File: config.mk
export PLATFORM = sky130hd
export DESIGN_NAME = lsu_top
export DESIGN_NICKNAME = d
export VERILOG_FILES = /design/src/lsu_pkg.sv /design/src/lsu_bus_master.sv /design/src/lsu_decode.sv /design/src/lsu_load_align.sv /design/src/lsu_req_queue.sv /design/src/lsu_top.sv
export VERILOG_INCLUDE_DIRS = /design/src
export SDC_FILE = /design/constraint.sdc
export NUM_CORES = 1
export LEC_CHECK = 0
export BUFFER_PORTS_ARGS = -buffer_cell sky130_fd_sc_hd__buf_2
export CAP_MARGIN = 25
export CORE_ASPECT_RATIO = 1.1
export CORE_UTILIZATION = 31
export CTS_BUF_LIST = sky130_fd_sc_hd__clkbuf_4
export CTS_CLUSTER_DIAMETER = 200
export DETAILED_ROUTE_END_ITERATION = 7
export PLACE_DENSITY = 0.5
export SLEW_MARGIN = 20
export SYNTH_ARGS = -nofsm -noshare
export SYNTH_HDL_FRONTEND = slang
export SYNTH_SLANG_ARGS = --single-unit
File: constraint.sdc
create_clock -name clock -period 11.3 [get_ports clock]
set_input_delay 2.825 -clock clock [delete_from_list [all_inputs] [get_ports clock]]
set_output_delay 2.825 -clock clock [all_outputs]
set_load 0.005 [all_outputs]
File: src/lsu_cfg.svh
`ifndef LSU_CFG_SVH
`define LSU_CFG_SVH

// data and address width of the unit
`define LSU_XLEN 32

// one strobe bit per byte lane
`define LSU_STRB_W 4

// requests that can wait between decode and the bus
`define LSU_QUEUE_DEPTH 2

// AXI response codes, 2 bits like bresp/rresp
`define LSU_RESP_OKAY 2'b00
`define LSU_RESP_SLVERR 2'b10

`endif

File: src/lsu_pkg.sv
package lsu_pkg;

    // RV32I major opcodes the unit cares about
    typedef enum logic [6:0] {
        OPC_LOAD  = 7'b0000011,
        OPC_STORE = 7'b0100011
    } lsu_opcode_e;

    typedef enum logic [1:0] {
        OP_PASS  = 2'd0, // not a memory op, result goes straight through
        OP_LOAD  = 2'd1,
        OP_STORE = 2'd2
    } lsu_op_e;

    typedef enum logic [1:0] {
        SIZE_BYTE = 2'd0,
        SIZE_HALF = 2'd1,
        SIZE_WORD = 2'd2
    } mem_size_e;

    typedef enum logic [2:0] {
        ST_IDLE    = 3'd0,
        ST_WR_ADDR = 3'd1,
        ST_WR_DATA = 3'd2,
        ST_WR_RESP = 3'd3,
        ST_RD_ADDR = 3'd4,
        ST_RD_DATA = 3'd5,
        ST_WB      = 3'd6
    } bus_state_e;

endpackage

File: src/lsu_bus_master.sv
`timescale 1ns/1ns
`include "lsu_cfg.svh"

module lsu_bus_master
    import lsu_pkg::*;
(
    input  logic                   clock,
    input  logic                   reset,
    input  logic                   deq_valid,
    output logic                   deq_ready,
    input  lsu_op_e                head_op,
    input  mem_size_e              head_size,
    input  logic                   head_is_unsigned,
    input  logic                   head_misaligned,
    input  logic [`LSU_XLEN-1:0]   head_addr,
    input  logic [`LSU_XLEN-1:0]   head_wdata,
    input  logic [`LSU_STRB_W-1:0] head_wstrb,
    input  logic [`LSU_XLEN-1:0]   head_result,
    input  logic [`LSU_XLEN-1:0]   head_inst,
    output logic                   awvalid,
    input  logic                   awready,
    output logic [`LSU_XLEN-1:0]   awaddr,
    output logic                   wvalid,
    input  logic                   wready,
    output logic [`LSU_XLEN-1:0]   wdata,
    output logic [`LSU_STRB_W-1:0] wstrb,
    input  logic                   bvalid,
    output logic                   bready,
    input  logic [1:0]             bresp,
    output logic                   arvalid,
    input  logic                   arready,
    output logic [`LSU_XLEN-1:0]   araddr,
    input  logic                   rvalid,
    output logic                   rready,
    input  logic [`LSU_XLEN-1:0]   rdata,
    input  logic [1:0]             rresp,
    output logic [`LSU_XLEN-1:0]   rd_data,
    output mem_size_e              rd_size,
    output logic                   rd_unsigned,
    output logic [1:0]             rd_offset,
    input  logic [`LSU_XLEN-1:0]   aligned_data,
    output logic                   wb_valid,
    input  logic                   wb_ready,
    output logic [`LSU_XLEN-1:0]   wb_inst,
    output logic [`LSU_XLEN-1:0]   wb_data,
    output logic                   wb_error
);

    bus_state_e state;

    // request being worked on
    mem_size_e              cur_size;
    logic                   cur_unsigned;
    logic [`LSU_XLEN-1:0]   cur_addr;
    logic [`LSU_XLEN-1:0]   cur_wdata;
    logic [`LSU_STRB_W-1:0] cur_wstrb;
    logic [`LSU_XLEN-1:0]   cur_inst;
    logic [`LSU_XLEN-1:0]   res_q;  // writeback value
    logic                   err_q;

    assign deq_ready = (state == ST_IDLE) && deq_valid;

    always_ff @(posedge clock) begin
        if (reset) begin
            state <= ST_IDLE;
        end else begin
            case (state)
                ST_IDLE: if (deq_valid) begin
                    if (head_op == OP_PASS || head_misaligned) begin
                        state <= ST_WB;
                    end else if (head_op == OP_STORE) begin
                        state <= ST_WR_ADDR;
                    end else begin
                        state <= ST_RD_ADDR;
                    end
                end
                ST_WR_ADDR: if (awready) state <= ST_WR_DATA;
                ST_WR_DATA: if (wready) state <= ST_WR_RESP;
                ST_WR_RESP: if (bvalid) state <= ST_WB;
                ST_RD_ADDR: if (arready) state <= ST_RD_DATA;
                ST_RD_DATA: if (rvalid) state <= ST_WB;
                ST_WB:      if (wb_ready) state <= ST_IDLE;
                default:    state <= ST_IDLE;
            endcase
        end
    end

    always_ff @(posedge clock) begin
        if (deq_ready) begin
            cur_size     <= head_size;
            cur_unsigned <= head_is_unsigned;
            cur_addr     <= head_addr;
            cur_wdata    <= head_wdata;
            cur_wstrb    <= head_wstrb;
            cur_inst     <= head_inst;
            res_q        <= head_result; // stores and pass ops keep this
            err_q        <= head_misaligned;
        end
        if (state == ST_WR_RESP && bvalid) begin
            err_q <= (bresp != `LSU_RESP_OKAY);
        end
        if (state == ST_RD_DATA && rvalid) begin
            res_q <= aligned_data;
            err_q <= (rresp != `LSU_RESP_OKAY);
        end
    end

    assign awvalid = (state == ST_WR_ADDR);
    assign wvalid  = (state == ST_WR_DATA);
    assign bready  = (state == ST_WR_RESP);
    assign arvalid = (state == ST_RD_ADDR);
    assign rready  = (state == ST_RD_DATA);
    assign wb_valid = (state == ST_WB);

    assign awaddr = cur_addr;
    assign araddr = cur_addr;
    assign wdata  = cur_wdata;
    assign wstrb  = cur_wstrb;

    // raw beat plus what the aligner needs
    assign rd_data     = rdata;
    assign rd_size     = cur_size;
    assign rd_unsigned = cur_unsigned;
    assign rd_offset   = cur_addr[1:0];

    assign wb_inst  = cur_inst;
    assign wb_data  = res_q;
    assign wb_error = err_q;

    a_aw_hold: assert property (@(posedge clock) disable iff (reset)
        awvalid && !awready |=> awvalid && $stable(awaddr));

    a_w_hold: assert property (@(posedge clock) disable iff (reset)
        wvalid && !wready |=> wvalid && $stable(wdata) && $stable(wstrb));

    a_ar_hold: assert property (@(posedge clock) disable iff (reset)
        arvalid && !arready |=> arvalid && $stable(araddr));

    a_wb_hold: assert property (@(posedge clock) disable iff (reset)
        wb_valid && !wb_ready |=> wb_valid && $stable(wb_data)
            && $stable(wb_error) && $stable(wb_inst));

endmodule

File: src/lsu_decode.sv
`timescale 1ns/1ns
`include "lsu_cfg.svh"

module lsu_decode
    import lsu_pkg::*;
(
    input  logic [`LSU_XLEN-1:0]   inst,
    input  logic [`LSU_XLEN-1:0]   addr,
    input  logic [`LSU_XLEN-1:0]   wdata,
    output lsu_op_e                op,
    output mem_size_e              size,
    output logic                   is_unsigned,
    output logic                   misaligned,
    output logic [`LSU_XLEN-1:0]   lane_wdata,
    output logic [`LSU_STRB_W-1:0] wstrb
);

    logic [2:0] funct3;
    logic [4:0] lane_shift; // bit offset of the addressed byte
    logic       is_mem;

    assign funct3     = inst[14:12];
    assign lane_shift = {addr[1:0], 3'b000};
    assign is_mem     = (op != OP_PASS);

    // operation, size and signedness
    always_comb begin
        op          = OP_PASS;
        size        = SIZE_WORD;
        is_unsigned = 1'b0;
        case (inst[6:0])
            OPC_LOAD: begin
                op          = OP_LOAD;
                is_unsigned = funct3[2]; // lbu / lhu
            end
            OPC_STORE: op = OP_STORE;
            default: op = OP_PASS;
        endcase
        case (funct3[1:0])
            2'b00:   size = SIZE_BYTE;
            2'b01:   size = SIZE_HALF;
            default: size = SIZE_WORD;
        endcase
    end

    // caught here so it never reaches the bus
    always_comb begin
        misaligned = 1'b0;
        if (is_mem) begin
            case (size)
                SIZE_HALF: misaligned = addr[0];
                SIZE_WORD: misaligned = (addr[1:0] != 2'b00);
                default:   misaligned = 1'b0;
            endcase
        end
    end

    // store data into its byte lanes
    always_comb begin
        lane_wdata = wdata;
        wstrb      = '0;
        case (size)
            SIZE_BYTE: begin
                lane_wdata = {{(`LSU_XLEN-8){1'b0}}, wdata[7:0]} << lane_shift;
                wstrb      = `LSU_STRB_W'(1) << addr[1:0];
            end
            SIZE_HALF: begin
                lane_wdata = {{(`LSU_XLEN-16){1'b0}}, wdata[15:0]} << lane_shift;
                wstrb      = addr[1] ? `LSU_STRB_W'('b1100) : `LSU_STRB_W'('b0011);
            end
            default: begin
                lane_wdata = wdata;
                wstrb      = '1;
            end
        endcase
        if (op != OP_STORE || misaligned) begin
            wstrb = '0; // nothing gets written
        end
    end

endmodule

File: src/lsu_load_align.sv
`timescale 1ns/1ns
`include "lsu_cfg.svh"

module lsu_load_align
    import lsu_pkg::*;
(
    input  logic [`LSU_XLEN-1:0] rd_data,
    input  mem_size_e            rd_size,
    input  logic                 rd_unsigned,
    input  logic [1:0]           rd_offset,
    output logic [`LSU_XLEN-1:0] aligned_data
);

    logic [`LSU_XLEN-1:0] shifted; // addressed byte moved to bit 0
    logic [7:0]           byte_val;
    logic [15:0]          half_val;

    assign shifted  = rd_data >> {rd_offset, 3'b000};
    assign byte_val = shifted[7:0];
    assign half_val = shifted[15:0];

    always_comb begin
        case (rd_size)
            SIZE_BYTE: begin
                if (rd_unsigned) begin
                    aligned_data = {{(`LSU_XLEN-8){1'b0}}, byte_val};
                end else begin
                    aligned_data = {{(`LSU_XLEN-8){byte_val[7]}}, byte_val};
                end
            end
            SIZE_HALF: begin
                if (rd_unsigned) begin
                    aligned_data = {{(`LSU_XLEN-16){1'b0}}, half_val};
                end else begin
                    aligned_data = {{(`LSU_XLEN-16){half_val[15]}}, half_val};
                end
            end
            default: aligned_data = rd_data; // lw
        endcase
    end

endmodule

File: src/lsu_req_queue.sv
`timescale 1ns/1ns
`include "lsu_cfg.svh"

module lsu_req_queue
    import lsu_pkg::*;
(
    input  logic                   clock,
    input  logic                   reset,
    input  logic                   enq_valid,
    output logic                   enq_ready,
    input  lsu_op_e                op,
    input  mem_size_e              size,
    input  logic                   is_unsigned,
    input  logic                   misaligned,
    input  logic [`LSU_XLEN-1:0]   addr,
    input  logic [`LSU_XLEN-1:0]   wdata,
    input  logic [`LSU_STRB_W-1:0] wstrb,
    input  logic [`LSU_XLEN-1:0]   result,
    input  logic [`LSU_XLEN-1:0]   inst,
    output logic                   deq_valid,
    input  logic                   deq_ready,
    output lsu_op_e                head_op,
    output mem_size_e              head_size,
    output logic                   head_is_unsigned,
    output logic                   head_misaligned,
    output logic [`LSU_XLEN-1:0]   head_addr,
    output logic [`LSU_XLEN-1:0]   head_wdata,
    output logic [`LSU_STRB_W-1:0] head_wstrb,
    output logic [`LSU_XLEN-1:0]   head_result,
    output logic [`LSU_XLEN-1:0]   head_inst
);

    localparam int DEPTH = `LSU_QUEUE_DEPTH;
    localparam int PTR_W = (DEPTH > 1) ? $clog2(DEPTH) : 1;
    localparam int CNT_W = $clog2(DEPTH + 1);

    lsu_op_e                op_mem       [DEPTH];
    mem_size_e              size_mem     [DEPTH];
    logic                   unsigned_mem [DEPTH];
    logic                   misalign_mem [DEPTH];
    logic [`LSU_XLEN-1:0]   addr_mem     [DEPTH];
    logic [`LSU_XLEN-1:0]   wdata_mem    [DEPTH];
    logic [`LSU_STRB_W-1:0] wstrb_mem    [DEPTH];
    logic [`LSU_XLEN-1:0]   result_mem   [DEPTH];
    logic [`LSU_XLEN-1:0]   inst_mem     [DEPTH];

    logic [PTR_W-1:0] wr_ptr;
    logic [PTR_W-1:0] rd_ptr;
    logic [CNT_W-1:0] count;
    logic             push;
    logic             pop;

    function automatic logic [PTR_W-1:0] ptr_inc(input logic [PTR_W-1:0] ptr);
        return (ptr == PTR_W'(DEPTH - 1)) ? '0 : ptr + 1'b1;
    endfunction

    assign enq_ready = (count != CNT_W'(DEPTH));
    assign deq_valid = (count != '0);
    assign push      = enq_valid && enq_ready;
    assign pop       = deq_valid && deq_ready;

    always_ff @(posedge clock) begin
        if (push) begin
            op_mem[wr_ptr]       <= op;
            size_mem[wr_ptr]     <= size;
            unsigned_mem[wr_ptr] <= is_unsigned;
            misalign_mem[wr_ptr] <= misaligned;
            addr_mem[wr_ptr]     <= addr;
            wdata_mem[wr_ptr]    <= wdata;
            wstrb_mem[wr_ptr]    <= wstrb;
            result_mem[wr_ptr]   <= result;
            inst_mem[wr_ptr]     <= inst;
        end
    end

    always_ff @(posedge clock) begin
        if (reset) begin
            wr_ptr <= '0;
            rd_ptr <= '0;
            count  <= '0;
        end else begin
            if (push) begin
                wr_ptr <= ptr_inc(wr_ptr);
            end
            if (pop) begin
                rd_ptr <= ptr_inc(rd_ptr);
            end
            case ({push, pop})
                2'b10:   count <= count + 1'b1;
                2'b01:   count <= count - 1'b1;
                default: count <= count; // idle or push+pop
            endcase
        end
    end

    assign head_op          = op_mem[rd_ptr];
    assign head_size        = size_mem[rd_ptr];
    assign head_is_unsigned = unsigned_mem[rd_ptr];
    assign head_misaligned  = misalign_mem[rd_ptr];
    assign head_addr        = addr_mem[rd_ptr];
    assign head_wdata       = wdata_mem[rd_ptr];
    assign head_wstrb       = wstrb_mem[rd_ptr];
    assign head_result      = result_mem[rd_ptr];
    assign head_inst        = inst_mem[rd_ptr];

    // a full queue takes no new entry over its head
    a_no_enq_full: assert property (@(posedge clock) disable iff (reset)
        count == CNT_W'(DEPTH) && !pop |=> $stable(head_inst) && $stable(head_addr));

    // bus master only takes an entry that is there
    a_no_deq_empty: assert property (@(posedge clock) disable iff (reset)
        deq_ready |-> deq_valid);

endmodule

File: src/lsu_top.sv
`timescale 1ns/1ns
`include "lsu_cfg.svh"

module lsu_top
    import lsu_pkg::*;
(
    input  logic                   clock,
    input  logic                   reset,
    input  logic                   in_valid,
    output logic                   in_ready,
    input  logic [`LSU_XLEN-1:0]   in_inst,
    input  logic [`LSU_XLEN-1:0]   in_addr,
    input  logic [`LSU_XLEN-1:0]   in_wdata,
    input  logic [`LSU_XLEN-1:0]   in_result,
    output logic                   awvalid,
    input  logic                   awready,
    output logic [`LSU_XLEN-1:0]   awaddr,
    output logic                   wvalid,
    input  logic                   wready,
    output logic [`LSU_XLEN-1:0]   wdata,
    output logic [`LSU_STRB_W-1:0] wstrb,
    input  logic                   bvalid,
    output logic                   bready,
    input  logic [1:0]             bresp,
    output logic                   arvalid,
    input  logic                   arready,
    output logic [`LSU_XLEN-1:0]   araddr,
    input  logic                   rvalid,
    output logic                   rready,
    input  logic [`LSU_XLEN-1:0]   rdata,
    input  logic [1:0]             rresp,
    output logic                   wb_valid,
    input  logic                   wb_ready,
    output logic [`LSU_XLEN-1:0]   wb_inst,
    output logic [`LSU_XLEN-1:0]   wb_data,
    output logic                   wb_error
);

    // decoder outputs
    lsu_op_e                dec_op;
    mem_size_e              dec_size;
    logic                   dec_unsigned;
    logic                   dec_misaligned;
    logic [`LSU_XLEN-1:0]   dec_wdata;
    logic [`LSU_STRB_W-1:0] dec_wstrb;

    // queue head
    logic                   deq_valid;
    logic                   deq_ready;
    lsu_op_e                head_op;
    mem_size_e              head_size;
    logic                   head_is_unsigned;
    logic                   head_misaligned;
    logic [`LSU_XLEN-1:0]   head_addr;
    logic [`LSU_XLEN-1:0]   head_wdata;
    logic [`LSU_STRB_W-1:0] head_wstrb;
    logic [`LSU_XLEN-1:0]   head_result;
    logic [`LSU_XLEN-1:0]   head_inst;

    // bus master to aligner
    logic [`LSU_XLEN-1:0]   rd_data;
    mem_size_e              rd_size;
    logic                   rd_unsigned;
    logic [1:0]             rd_offset;
    logic [`LSU_XLEN-1:0]   aligned_data;

    lsu_decode i_decode (
        .inst(in_inst), .addr(in_addr), .wdata(in_wdata),
        .op(dec_op), .size(dec_size), .is_unsigned(dec_unsigned),
        .misaligned(dec_misaligned), .lane_wdata(dec_wdata), .wstrb(dec_wstrb)
    );

    lsu_req_queue i_queue (
        .clock(clock), .reset(reset),
        .enq_valid(in_valid), .enq_ready(in_ready),
        .op(dec_op), .size(dec_size), .is_unsigned(dec_unsigned),
        .misaligned(dec_misaligned), .addr(in_addr), .wdata(dec_wdata),
        .wstrb(dec_wstrb), .result(in_result), .inst(in_inst),
        .deq_valid(deq_valid), .deq_ready(deq_ready),
        .head_op(head_op), .head_size(head_size), .head_is_unsigned(head_is_unsigned),
        .head_misaligned(head_misaligned), .head_addr(head_addr),
        .head_wdata(head_wdata), .head_wstrb(head_wstrb),
        .head_result(head_result), .head_inst(head_inst)
    );

    lsu_bus_master i_bus (
        .clock(clock), .reset(reset),
        .deq_valid(deq_valid), .deq_ready(deq_ready),
        .head_op(head_op), .head_size(head_size), .head_is_unsigned(head_is_unsigned),
        .head_misaligned(head_misaligned), .head_addr(head_addr),
        .head_wdata(head_wdata), .head_wstrb(head_wstrb),
        .head_result(head_result), .head_inst(head_inst),
        .awvalid(awvalid), .awready(awready), .awaddr(awaddr),
        .wvalid(wvalid), .wready(wready), .wdata(wdata), .wstrb(wstrb),
        .bvalid(bvalid), .bready(bready), .bresp(bresp),
        .arvalid(arvalid), .arready(arready), .araddr(araddr),
        .rvalid(rvalid), .rready(rready), .rdata(rdata), .rresp(rresp),
        .rd_data(rd_data), .rd_size(rd_size), .rd_unsigned(rd_unsigned),
        .rd_offset(rd_offset), .aligned_data(aligned_data),
        .wb_valid(wb_valid), .wb_ready(wb_ready), .wb_inst(wb_inst),
        .wb_data(wb_data), .wb_error(wb_error)
    );

    lsu_load_align i_align (
        .rd_data(rd_data), .rd_size(rd_size), .rd_unsigned(rd_unsigned),
        .rd_offset(rd_offset), .aligned_data(aligned_data)
    );

endmodule

=== Word level (Yosys, flattened, before mapping) ===
Memory sizes are Yosys's and may differ from the RTL's. A register that Yosys moved wholly into a read port is not among the register bits.
Cells that the tools add are included.

* Add/subtract/negate cells: 4
* Reductions and logical operators: 21
* Multiplexer cells: 38
* Eq/ne operators: 24
* Shift operators: 4

{| class="wikitable"
|+ Operators by type and width
! operator !! count
|-
| two-way mux 32 bit || 4
|-
| case mux 32 bit (2 select lines) || 2
|-
| left shift 16 x 5 -> 32 bit || 1
|-
| left shift 8 x 5 -> 32 bit || 1
|-
| >> shifter 32 x 5 -> 16 bit || 1
|-
| two-way mux 3 bit || 9
|-
| case mux 3 bit (7 select lines) || 1
|-
| two-way mux 1 bit || 15
|-
| nonzero test 2 bit || 7
|-
| case mux 2 bit (2 select lines) || 3
|-
| inequality test 2 x 1 -> 1 bit, second input constant || 5
|-
| == test 3 bit, second input constant || 3
|-
| == test 2 x 1 -> 1 bit, second input constant || 4
|-
| logical NOT 2 bit || 4
|-
| two-way mux 4 bit || 2
|-
| inequality test 2 bit, second input constant || 4
|-
| case mux 4 bit (2 select lines) || 1
|-
| == test 7 x 2 -> 1 bit, second input constant || 1
|-
| == test 7 x 6 -> 1 bit, second input constant || 1
|-
| AND reduction 7 bit || 1
|-
| == test 2 bit, second input constant || 3
|-
| == test 3 x 2 -> 1 bit, second input constant || 2
|-
| logical AND 1 bit || 5
|-
| left shift 1 x 2 -> 4 bit, first input constant || 1
|-
| 8 further kinds || 10
|}

* Memory bits (writable): 276
* Output and inout port bits: 172
* Memories: 9
* Input bits: 173
* Register bits: 40
* Word-level logic and storage cells: 106

{| class="wikitable"
|+ Memories
! name !! words !! bits a word !! rd ports !! clocked after Yosys merged registers in !! wr ports !! RTL line !! text
|-
| i_queue.addr_mem || 2 || 32 || 1 || 1 || 1 || lsu_req_queue.sv:41 || <nowiki>logic [`LSU_XLEN-1:0] addr_mem [DEPTH];</nowiki>
|-
| i_queue.inst_mem || 2 || 32 || 1 || 1 || 1 || lsu_req_queue.sv:45 || <nowiki>logic [`LSU_XLEN-1:0] inst_mem [DEPTH];</nowiki>
|-
| i_queue.result_mem || 2 || 32 || 1 || 1 || 1 || lsu_req_queue.sv:44 || <nowiki>logic [`LSU_XLEN-1:0] result_mem [DEPTH];</nowiki>
|-
| i_queue.wdata_mem || 2 || 32 || 1 || 1 || 1 || lsu_req_queue.sv:42 || <nowiki>logic [`LSU_XLEN-1:0] wdata_mem [DEPTH];</nowiki>
|-
| i_queue.wstrb_mem || 2 || 4 || 1 || 1 || 1 || lsu_req_queue.sv:43 || <nowiki>logic [`LSU_STRB_W-1:0] wstrb_mem [DEPTH];</nowiki>
|-
| i_queue.op_mem || 2 || 2 || 1 || 1 || 1 || lsu_req_queue.sv:37 || <nowiki>lsu_op_e op_mem [DEPTH];</nowiki>
|-
| 3 more memories || -- || -- || -- || -- || -- || -- ||
|}

=== Depth between registers and ports, before layout ===
* Word-level depth: 7
* Gate-level depth with buffers: 7
* Depth with buffers taken out: 6

=== Cells and area by module ===
From an unflattened synthesis, not the netlist that was laid out.

* Cells, all modules: 970
* Area, all modules: 16985.0 µm²

{| class="wikitable"
|+ By module, submodules not included
! module !! cells each !! sequential area each (µm²) !! area an instance (µm²) !! times used
|-
| lsu_req_queue || 453 || 8388.0 || 10169.8 || 1
|-
| lsu_bus_master || 293 || 4144.0 || 5321.4 || 1
|-
| lsu_decode || 111 || 0.0 || 753.2 || 1
|-
| lsu_load_align || 113 || 0.0 || 740.7 || 1
|}

=== Worst setup path before layout ===
No wires, ideal clock.

* Kind: input-to-reg
* From: input port in_valid
* To: memory i_queue.addr_mem[0][0] (netlist name) (enable)
* Data arrival time: 8.648 ns
* Stages: 2
* Library setup time: 0.637 ns
* Data required time: 10.663 ns
* Slack: 2.015 ns
* Buffers on the path: 0
* Cell sequence: nand2_1 nor2_1

* Longest elaborated chain between the ends: 3

{| class="wikitable"
|+ Ends and longest elaborated chain
! what !! RTL line !! text
|-
| start, declared || lsu_top.sv:9 || <nowiki>input logic in_valid,</nowiki>
|-
| logical AND 1 bit || lsu_req_queue.sv:59 || <nowiki>assign push = enq_valid && enq_ready;</nowiki>
|-
| two-way mux 1 bit || lsu_req_queue.sv:63 || <nowiki>if (push) begin</nowiki>
|-
| two-way mux 1 bit (implied by the code) || lsu_req_queue.sv:68 || <nowiki>addr_mem[wr_ptr] <= addr;</nowiki>
|-
| end, declared || lsu_req_queue.sv:41 ||
|}

No other way between the ends.

=== Worst setup path after layout ===
* From: register i_bus.state[0]
* To: output port arvalid

* Longest elaborated chain between the ends: 1

{| class="wikitable"
|+ Ends and longest elaborated chain
! what !! RTL line !! text
|-
| start, declared || lsu_bus_master.sv:49 || <nowiki>bus_state_e state;</nowiki>
|-
| start signal, assigned || lsu_bus_master.sv:65 || <nowiki>state <= ST_IDLE;</nowiki>
|-
| start signal, assigned || lsu_bus_master.sv:70 || <nowiki>state <= ST_WB;</nowiki>
|-
| start signal, assigned || lsu_bus_master.sv:72 || <nowiki>state <= ST_WR_ADDR;</nowiki>
|-
| == test 3 bit || lsu_bus_master.sv:111 || <nowiki>assign arvalid = (state == ST_RD_ADDR);</nowiki>
|-
| end, declared || lsu_top.sv:25 || <nowiki>output logic arvalid,</nowiki>
|}

No other way between the ends.

==> results.toml <==
[status]
status = "finished clean"

[synth]
synth_seq_cells = 420
synth_area_per_cell_um2 = 17.3
syn_nets = 1120
synth-main-ff-cell = "edfxtp_1"
ys_types = 55
synth-edff-count = 412
seq_area_frac_synth = 0.765
async_flop_share = 0
syn_area_mm2 = 0.0164
syn_inst = 946
yosys_warnings = 0

[floorplan]
coreArea_mm2 = 0.0523
io_pins = 345
die_x_um = 221
die_y_um = 243
floorplan.die_area_mm2 = 0.0538
initial_core_util = 0.313
num_rows = 88

[route]
finalWirelength_um = 39700
avgRoutedWirePerCell_um = 18.9
first_pass_iters = 6
via_per_inst = 4.63
drc_errors = 0
ant_nets = 0
drt_iter0_drc = 549
route.vias.total = 9703

[final_layout]
seq_area_mm2 = 0.0125
multi_input_area_mm2 = 0.00337
final_nets = 1504
area_delta_synth_final_pct = 22.4
final_area_mm2 = 0.0200
filler_cell_count = 5005
drive_gt1_frac = 0.456

[worst_hold_path]
min_from = "i_queue.count[1]$_SDFFE_PP0P_"
hold_depth = 2
hold_path.class = "flip-flop to flip-flop"
min_to = "i_queue.count[1]$_SDFFE_PP0P_"

[clocking]
ctsHoldBuffers = 0
cts-resized-gates = 0
path_clk_slew_ns = 0.06
ctsLongestPathBuffers = 3
numCtsBuffers = 110
clock-sinks = 420
cts_tree = "built"
post_cts_buffers = 0
cts-htree-levels = 3
cts-root-buf = "clkbuf_4"
clock_latency_ns = 0.81

[critical_path]
end_kind = "primary output"
crit_required_ns = 8.48
rr_worst_depth = 3
r2r_end = "i_bus.wb_data[19]$_DFFE_PP_"
startpoint_type = "flip-flop"
critical_path_arrival_ns = 2.01
cp_max_fo = 16
crit_type = "flip-flop to primary output"
r2r_start = "i_bus.state[2]$_SDFFE_PP0P_"
r2r_slack_ns = 8.45

[flow_run]
cap_violations = 0

[power_and_ir_drop]
p_leak_uw = 0.00737
swShare = 0.292
intPower_uw = 3430
max-vdd-ir-drop_mv = 0.113
seq_power_share = 0.502
power_density_mw_per_mm2 = 241
p_clk_frac = 0.281
power_switching_uw = 1410
combPwrFrac = 0.217

[placement]
gp_congestion = 0.835
placed_area_mm2 = 0.0186
dp_hpwl_um = 25600
portBuffers = 344

[sta]
fmax_ghz = 0.207
setup_viol = 0
min_period_over_period = 0.428
skew_ns = 0.0367
slew_violations = 0
slew_headroom = 0.320
grt_setup_unrepaired = "no"
min_period_ns = 4.84
hold_viol_final = 0
tightest_slew_ns = 1.02
timing.setup.tns_ns = 0

[grt]
grt_pass1_vias = 9952
grt_max_degree = 67
grt_use_total = 0.147
grt_pass1_wl_um = 59200
antenna_found_initial = 4
gr-total-overflow = 0
-- worst max-delay path by stage --
| stage | startpoint | to | cells after the start |
|---|---|---|---|
| 2_1_floorplan | in_valid | i_queue.addr_mem[0][0]$_DFFE_PP_ | 2 |
| 3_3_place_gp | rvalid | i_bus.wb_data[18]$_DFFE_PP_ | 4 |
| 3_5_place_dp | rvalid | i_bus.wb_data[18]$_DFFE_PP_ | 4 |
| 4_1_cts | i_bus.state[0]$_SDFFE_PP0P_ | arvalid | 3 |
| 5_1_grt | i_bus.state[0]$_SDFFE_PP0P_ | arvalid | 3 |
| 6_report | i_bus.state[0]$_SDFFE_PP0P_ | arvalid | 3 |
-- area by class of cell --
type / count / area share
inverter: 7 / 0.00131
multi-input combinational: 437 / 0.168
timing repair buffer: 354 / 0.0896
sequential: 420 / 0.625
tap: 675 / 0.0421
clock inverter: 41 / 0.0137
antenna: 3 / 0.000374
clock buffer: 159 / 0.0595
-- cells by family after synthesis --
logic type | synth area share
AOI/OAI and AO/OA | 0.0603
adders and majority gates | 0.000764
buffers and inverters | 0.0308
DFF | 0.765
and+or+nand+nor | 0.0447
muxes | 0.0949
xor gates and xnor gates | 0.00374
-- through the flow --
step                       util  power [uW]  hold slack, ns  worst slack (ns)  std cells
after floorplan               -        3100           0.472              2.02        946
after global placement    0.355        3540           0.484              6.39       1893
after detailed placement  0.355        3550           0.517              6.33       1893
after CTS                 0.383        4950           0.523              6.29       2093
after global routing      0.383        5120           0.533              6.26       2094
final                     0.383        4840           0.519              6.46       2096
-- state kept, by name, indices dropped and copies added (netlist names), 8 cells and up, named ones only --
signal / cells
i_queue.addr_mem: 64
i_queue.inst_mem: 64
i_queue.result_mem: 64
i_queue.wdata_mem: 64
i_bus.araddr: 32
i_bus.wb_data: 32
i_bus.wb_inst: 32
i_bus.wdata: 32
i_queue.wstrb_mem: 8
-- per-layer routing --
metal | vias to the layer above | track usage | part of all wire
met5 | - | 0 | 0.00060
met4 | 4 | 0.0705 | 0.028
met3 | 87 | 0.0445 | 0.073
met2 | 392 | 0.245 | 0.49
met1 | 4722 | 0.172 | 0.41
li1 | 4498 | - | -
-- power groups by stage --
stage,sequential (uW),combinational (uW),clock (uW)
floorplan,2460,633,0
global placement,2450,1080,0
detailed placement,2470,1080,0
CTS,2440,1090,1430
global route,2480,1160,1490
finish,2430,1050,1360
-- worst max-delay path, cell delays in order, from the launching register on --
cell and delay (ns):
dfxtp_1 0.66, nor2_1 0.22, and2_1 0.21, buf_2 0.12
-- layout by cell type, fill, tap and decap left out, types with 3 or more instances in the layout --
cell         n
clkinv_1    27
nor3b_1      4
xnor2_1      3
mux2i_1     33
inv_1        7
a21oi_1      7
a211oi_1     8
and2_1      16
clkbuf_4   159
nor2b_1     16
a31oi_1     23
nand2_1     41
buf_4       10
a22oi_1     37
bufinv_16    4
nand2b_1     6
edfxtp_1   412
o2bb2ai_1    9
clkinv_2     6
nor2_1      35
diode_2      3
o21ai_0     37
xor2_1       4
dfxtp_1      6
buf_2      344
o21ai_1     12
mux2_2     103
nor3_1       4
-- cells in the mapped netlist, types with 2 or more instances --
library cell | n | area share
edfxtp_1 | 412 | 0.76
mux2_2 | 103 | 0.071
nand2_1 | 41 | 0.0094
a22oi_1 | 37 | 0.017
o21ai_0 | 37 | 0.011
nor2_1 | 36 | 0.0082
mux2i_1 | 33 | 0.020
buf_4 | 32 | 0.015
a31oi_1 | 23 | 0.0088
clkbuf_1 | 23 | 0.0053
and2_1 | 16 | 0.0061
buf_2 | 16 | 0.0049
nor2b_1 | 16 | 0.0061
o21ai_1 | 12 | 0.0037
o2bb2ai_1 | 9 | 0.0048
a211oi_1 | 8 | 0.0037
dfxtp_1 | 8 | 0.0098
a21oi_1 | 7 | 0.0021
buf_1 | 7 | 0.0016
inv_1 | 7 | 0.0016
nand2b_1 | 6 | 0.0023
buf_6 | 4 | 0.0027
nor3_1 | 4 | 0.0012
nor3b_1 | 4 | 0.0018
xor2_1 | 4 | 0.0021
xnor2_1 | 3 | 0.0016
a21oi_4 | 2 | 0.0020
a2bb2oi_1 | 2 | 0.0011
and3b_1 | 2 | 0.0011
mux2_4 | 2 | 0.0018
nand3_1 | 2 | 0.00061
nand3b_1 | 2 | 0.00092
nand4b_1 | 2 | 0.0011
o31ai_1 | 2 | 0.00092
or3_1 | 2 | 0.00076
No activity file was read; power rests on OpenSTA's default activity.
